===== src/glb_param_pkg.sv =====
`default_nettype none

package glb_param_pkg;

// bank organisation
localparam int NUM_BANKS        = 4;
localparam int BANK_SEL_WIDTH   = $clog2(NUM_BANKS);

// one word is 64 bits wide with a byte strobe per byte
localparam int BANK_DATA_WIDTH  = 64;
localparam int BANK_STRB_WIDTH  = BANK_DATA_WIDTH / 8;
localparam int BANK_BYTE_OFFSET = $clog2(BANK_STRB_WIDTH);

// byte address inside one bank, 1 KiB per bank
localparam int BANK_ADDR_WIDTH  = 10;
localparam int BANK_WORDS       = 2 ** (BANK_ADDR_WIDTH - BANK_BYTE_OFFSET);

// full byte address, bank select sits in the top bits
localparam int GLB_ADDR_WIDTH   = BANK_ADDR_WIDTH + BANK_SEL_WIDTH;

// request register plus synchronous sram read
localparam int BANK_RD_LATENCY  = 2;
// router adds one register on the response path
localparam int GLB_RD_LATENCY   = BANK_RD_LATENCY + 1;

endpackage

`default_nettype wire


===== src/glb_packet_pkg.sv =====
`default_nettype none

package glb_packet_pkg;

import glb_param_pkg::*;

// write request, strobe is one bit per byte of wr_data
typedef struct packed {
    logic                       wr_en;
    logic [BANK_STRB_WIDTH-1:0] wr_strb;
    logic [GLB_ADDR_WIDTH-1:0]  wr_addr;
    logic [BANK_DATA_WIDTH-1:0] wr_data;
} wr_packet_t;

// read request
typedef struct packed {
    logic                      rd_en;
    logic [GLB_ADDR_WIDTH-1:0] rd_addr;
} rdrq_packet_t;

// read response, data only meaningful while valid is high
typedef struct packed {
    logic [BANK_DATA_WIDTH-1:0] rd_data;
    logic                       rd_data_valid;
} rdrs_packet_t;

endpackage

`default_nettype wire


===== src/glb_bank_router.sv =====
`timescale 1ns/1ns
`default_nettype none

module glb_bank_router (
    input  logic                         clk,
    input  logic                         rst,

    input  glb_packet_pkg::wr_packet_t   wr_packet,
    input  glb_packet_pkg::rdrq_packet_t rdrq_packet,

    output glb_packet_pkg::wr_packet_t   bank_wr_packet   [glb_param_pkg::NUM_BANKS],
    output glb_packet_pkg::rdrq_packet_t bank_rdrq_packet [glb_param_pkg::NUM_BANKS],
    input  glb_packet_pkg::rdrs_packet_t bank_rdrs_packet [glb_param_pkg::NUM_BANKS],

    output glb_packet_pkg::rdrs_packet_t rdrs_packet
);

import glb_param_pkg::*;

logic [BANK_SEL_WIDTH-1:0]  wr_bank_sel;
logic [BANK_SEL_WIDTH-1:0]  rd_bank_sel;
logic [BANK_DATA_WIDTH-1:0] merged_data;
logic                       merged_valid;

// bank select is the top of the byte address
assign wr_bank_sel = wr_packet.wr_addr[GLB_ADDR_WIDTH-1 -: BANK_SEL_WIDTH];
assign rd_bank_sel = rdrq_packet.rd_addr[GLB_ADDR_WIDTH-1 -: BANK_SEL_WIDTH];

// every bank sees the payload
// only the selected one sees its enable high
always_comb begin
    for (int b = 0; b < NUM_BANKS; b++) begin
        bank_wr_packet[b]         = wr_packet;
        bank_wr_packet[b].wr_en   = wr_packet.wr_en
                                  && (wr_bank_sel == BANK_SEL_WIDTH'(b));
        bank_rdrq_packet[b]       = rdrq_packet;
        bank_rdrq_packet[b].rd_en = rdrq_packet.rd_en
                                  && (rd_bank_sel == BANK_SEL_WIDTH'(b));
    end
end

// fixed bank latency and one read per cycle
// so at most one bank is valid here
always_comb begin
    merged_data  = '0;
    merged_valid = 1'b0;
    for (int b = 0; b < NUM_BANKS; b++) begin
        // idle banks still hold stale data_out, mask it off
        merged_data  = merged_data
                     | (bank_rdrs_packet[b].rd_data
                        & {BANK_DATA_WIDTH{bank_rdrs_packet[b].rd_data_valid}});
        merged_valid = merged_valid | bank_rdrs_packet[b].rd_data_valid;
    end
end

// response register, adds the third cycle of read latency
always_ff @(posedge clk) begin
    if (rst) begin
        rdrs_packet.rd_data_valid <= 1'b0;
    end else begin
        rdrs_packet.rd_data_valid <= merged_valid;
    end
end

always_ff @(posedge clk) begin
    rdrs_packet.rd_data <= merged_data;
end

endmodule

`default_nettype wire


===== config.mk =====
export PLATFORM = sky130hd
export DESIGN_NAME = glb_bank_router
export DESIGN_NICKNAME = d
export VERILOG_FILES = /design/src/glb_param_pkg.sv /design/src/glb_packet_pkg.sv /design/src/glb_bank_router.sv
export SDC_FILE = /design/constraint.sdc
export NUM_CORES = 1
export LEC_CHECK = 0
export ABC_AREA = 1
export BUFFER_PORTS_ARGS = -buffer_cell sky130_fd_sc_hd__buf_2
export CELL_PAD_IN_SITES_DETAIL_PLACEMENT = 1
export CELL_PAD_IN_SITES_GLOBAL_PLACEMENT = 1
export CORE_AREA = 2 2 322 324
export DETAILED_ROUTE_END_ITERATION = 6
export DIE_AREA = 0 0 324 326
export HOLD_SLACK_MARGIN = 0.02
export PLACE_DENSITY = 0.39
export RECOVER_POWER = 100
export SYNTH_ARGS = -nofsm -noshare
export SYNTH_HDL_FRONTEND = slang
export SYNTH_SLANG_ARGS = --single-unit
export TNS_END_PERCENT = 100

===== constraint.sdc =====
create_clock -name clk -period 0.8 [get_ports clk]
set_input_delay 0.12 -clock clk [delete_from_list [all_inputs] [get_ports clk]]
set_output_delay 0.12 -clock clk [all_outputs]
set_load 0.005 [all_outputs]

==> reports/metrics.cfg <==
[detailed_routing]
detail-route-antenna-nets=0
vias_per_cell=2.47
dr.pass1.iters=4
via_count=6644
drt_wl_total_um=42800
wl_per_cell_um=15.9
drt_iter0_drc=197
drc=0

[global_route]
grt_usage_pct=7.82
antenna_found_initial=3
grt_max_degree=20
grt_overflow=0
grt_pass1_wl_um=55900
grt_pass1_vias=7390

[floorplan]
rows=118
die_x_um=324
dieArea_um2=106000
ios=817
start_util_pct=6.47
die_h_um=326
coreArea_um2=103000

[clock_tree]
ctsRootBufferMaster=clkbuf_16
numCtsBuffers=9
cts.clk_slew.worst_paths_ns=0.07
htreeDepth=3
cts_sinks=65
cts_buffer_depth=2
cts_tree=done

[final_layout]
syn_to_final_growth_pct=57.1
regMostFlops=rdrs_packet
design_area_um2=10400
fin_cells=2693
largest_registers=rdrs_packet: 65 flops
drive_gt1_share_pct=33.4
final_cell_mix=nand2_1, buf_2, dlygate4sd3_1
final_nets=1666
layout_commonest_cell=nand2_1
largest_reg_flops=65
fill_cells=12500

[placed_design]
gp_congestion=0.713
place_area_um2=7540
dp_hpwl_um=35400
io_buffers=356
dp.cells=2444

[setup_path]
cp.arrival_ns=0.89
endpoint_kind=output port
critPathLaunchType=flop
cp_cell_sequence=buf_6
worst-path-buf-inv=1
required_ns=0.68
max_stage_delay_ns=0.37
worstSetupPathType=reg2out
crit_path_top_delay_cell=dfxtp_4
cpLargestDelayFamily=flip-flops
cp_max_fo=1

[timing]
max_freq_ghz=0.990
finalCritPeriodShare_pct=126
tightest_slew_ns=0.350
final.setup.worst_slack_ns=-0.210
grt_setup_unrepaired=yes
hold_viol=0
slew_headroom_pct=76.7
slew_violations=0
finalSetupViolCount=70
min_period_ns=1.01

[logic_synthesis]
seq_area_frac_synth_pct=19.6
synth_seq_cells=65
synth_cells=1070
avgSynthCellArea_um2=6.21
netlist_area_um2=6640
synth_cell_types=9
synth_largest_area_cell=buf_4
ys_top_cells_by_area=buf_4, nand2_1, dfxtp_1
syn-num-nets=1430
netlist.area_leader.share_pct=45.6
ys_warn_count=0

[outcome]
violations=negative setup slack
status=finished, violations left

[pwr]
cellLeakagePower_uw=0.00529
vdd_ir_drop_max_mv=1.10
p_per_area_nw_per_um2=1130

[hold_path]
hold_class=in2reg

[run]
max_cap_violations=0

-- layer usage --
layer / up-vias / routed length (um) / share of wire, % / global-route usage (%)
met5: - / 208 / 0.49 / 1.54
met2: 612 / 20100 / 47 / 13.0
met3: 64 / 7670 / 18 / 6.42
met1: 2803 / 13700 / 32 / 6.78
li1: 3159 / - / - / -
met4: 6 / 1190 / 2.8 / 2.98
-- path summary, 6_finish.rpt --
kind | from | endpoint | cells past startpoint
max | rdrs_packet[24]$_DFF_P_ | rdrs_packet[24] | 1
min | bank_rdrs_packet[10] | rdrs_packet[10]$_DFF_P_ | 5
-- power breakdown --
group	total (uW)	switching [uW]	internal, uW
clock	4310	2130	2180
combinational	3820	1650	2170
sequential	3700	138	3560
-- what timing repair did --
item                                    CTS  global route
resized for setup                        68            36
buffers inserted                          0             0
endpoints found under the hold margin    65             0
endpoints found under the setup margin   66            70
pin swaps                                 1             2
hold buffers                            232             0
-- kinds of logic after synthesis --
| family | count (synthesis) | synth area share, % |
|---|---|---|
| AOI/OAI and AO/OA | 1 | 0.0753 |
| buffers and inverters | 546 | 54.3 |
| DFF | 65 | 19.6 |
| and+or+nand+nor | 458 | 26.0 |
-- cells in the mapped netlist --
| library cell | number |
|---|---|
| nor2_1 | 2 |
| a21oi_1 | 1 |
| nand2_1 | 448 |
| buf_4 | 403 |
| dfxtp_1 | 65 |
| nor3_1 | 8 |
| buf_6 | 5 |
| buf_2 | 4 |
| inv_1 | 134 |
-- layout make-up --
class                      count  area (um^2)  share of cell area (%)
inverter                     134          503                    4.82
timing repair buffer         637         4810                    46.1
tap                         1380         1730                    16.5
clock buffer                  11          243                    2.33
sequential                    65         1360                    13.0
clock inverter                 5         31.3                   0.300
multi-input combinational    459         1760                    16.9
antenna                        2         5.00                  0.0480
-- metrics by stage --
stage | utilization, % | setup TNS [ns] | hold slack (ns) | setup slack, ns | total power (uW)
floorplan | - | 0 | 0.189 | 0.102 | 6230
global placement | 7.35 | -12.57 | 0.240 | -0.318 | 6510
detailed placement | 7.35 | -12.01 | 0.240 | -0.315 | 6500
CTS | 10.1 | -13.68 | 0.0200 | -0.305 | 12400
global route | 10.2 | -13.41 | 0.0501 | -0.278 | 12800
finish | 10.2 | -9.23 | 0.0546 | -0.210 | 11800
-- worst min-delay path, cell delays in order --
cell and delay, ns:
buf_2 0.11, nand2_1 0.05, nand2_1 0.05, inv_1 0.03, nand2_1 0.04
Power figures use the tool's default switching activity.
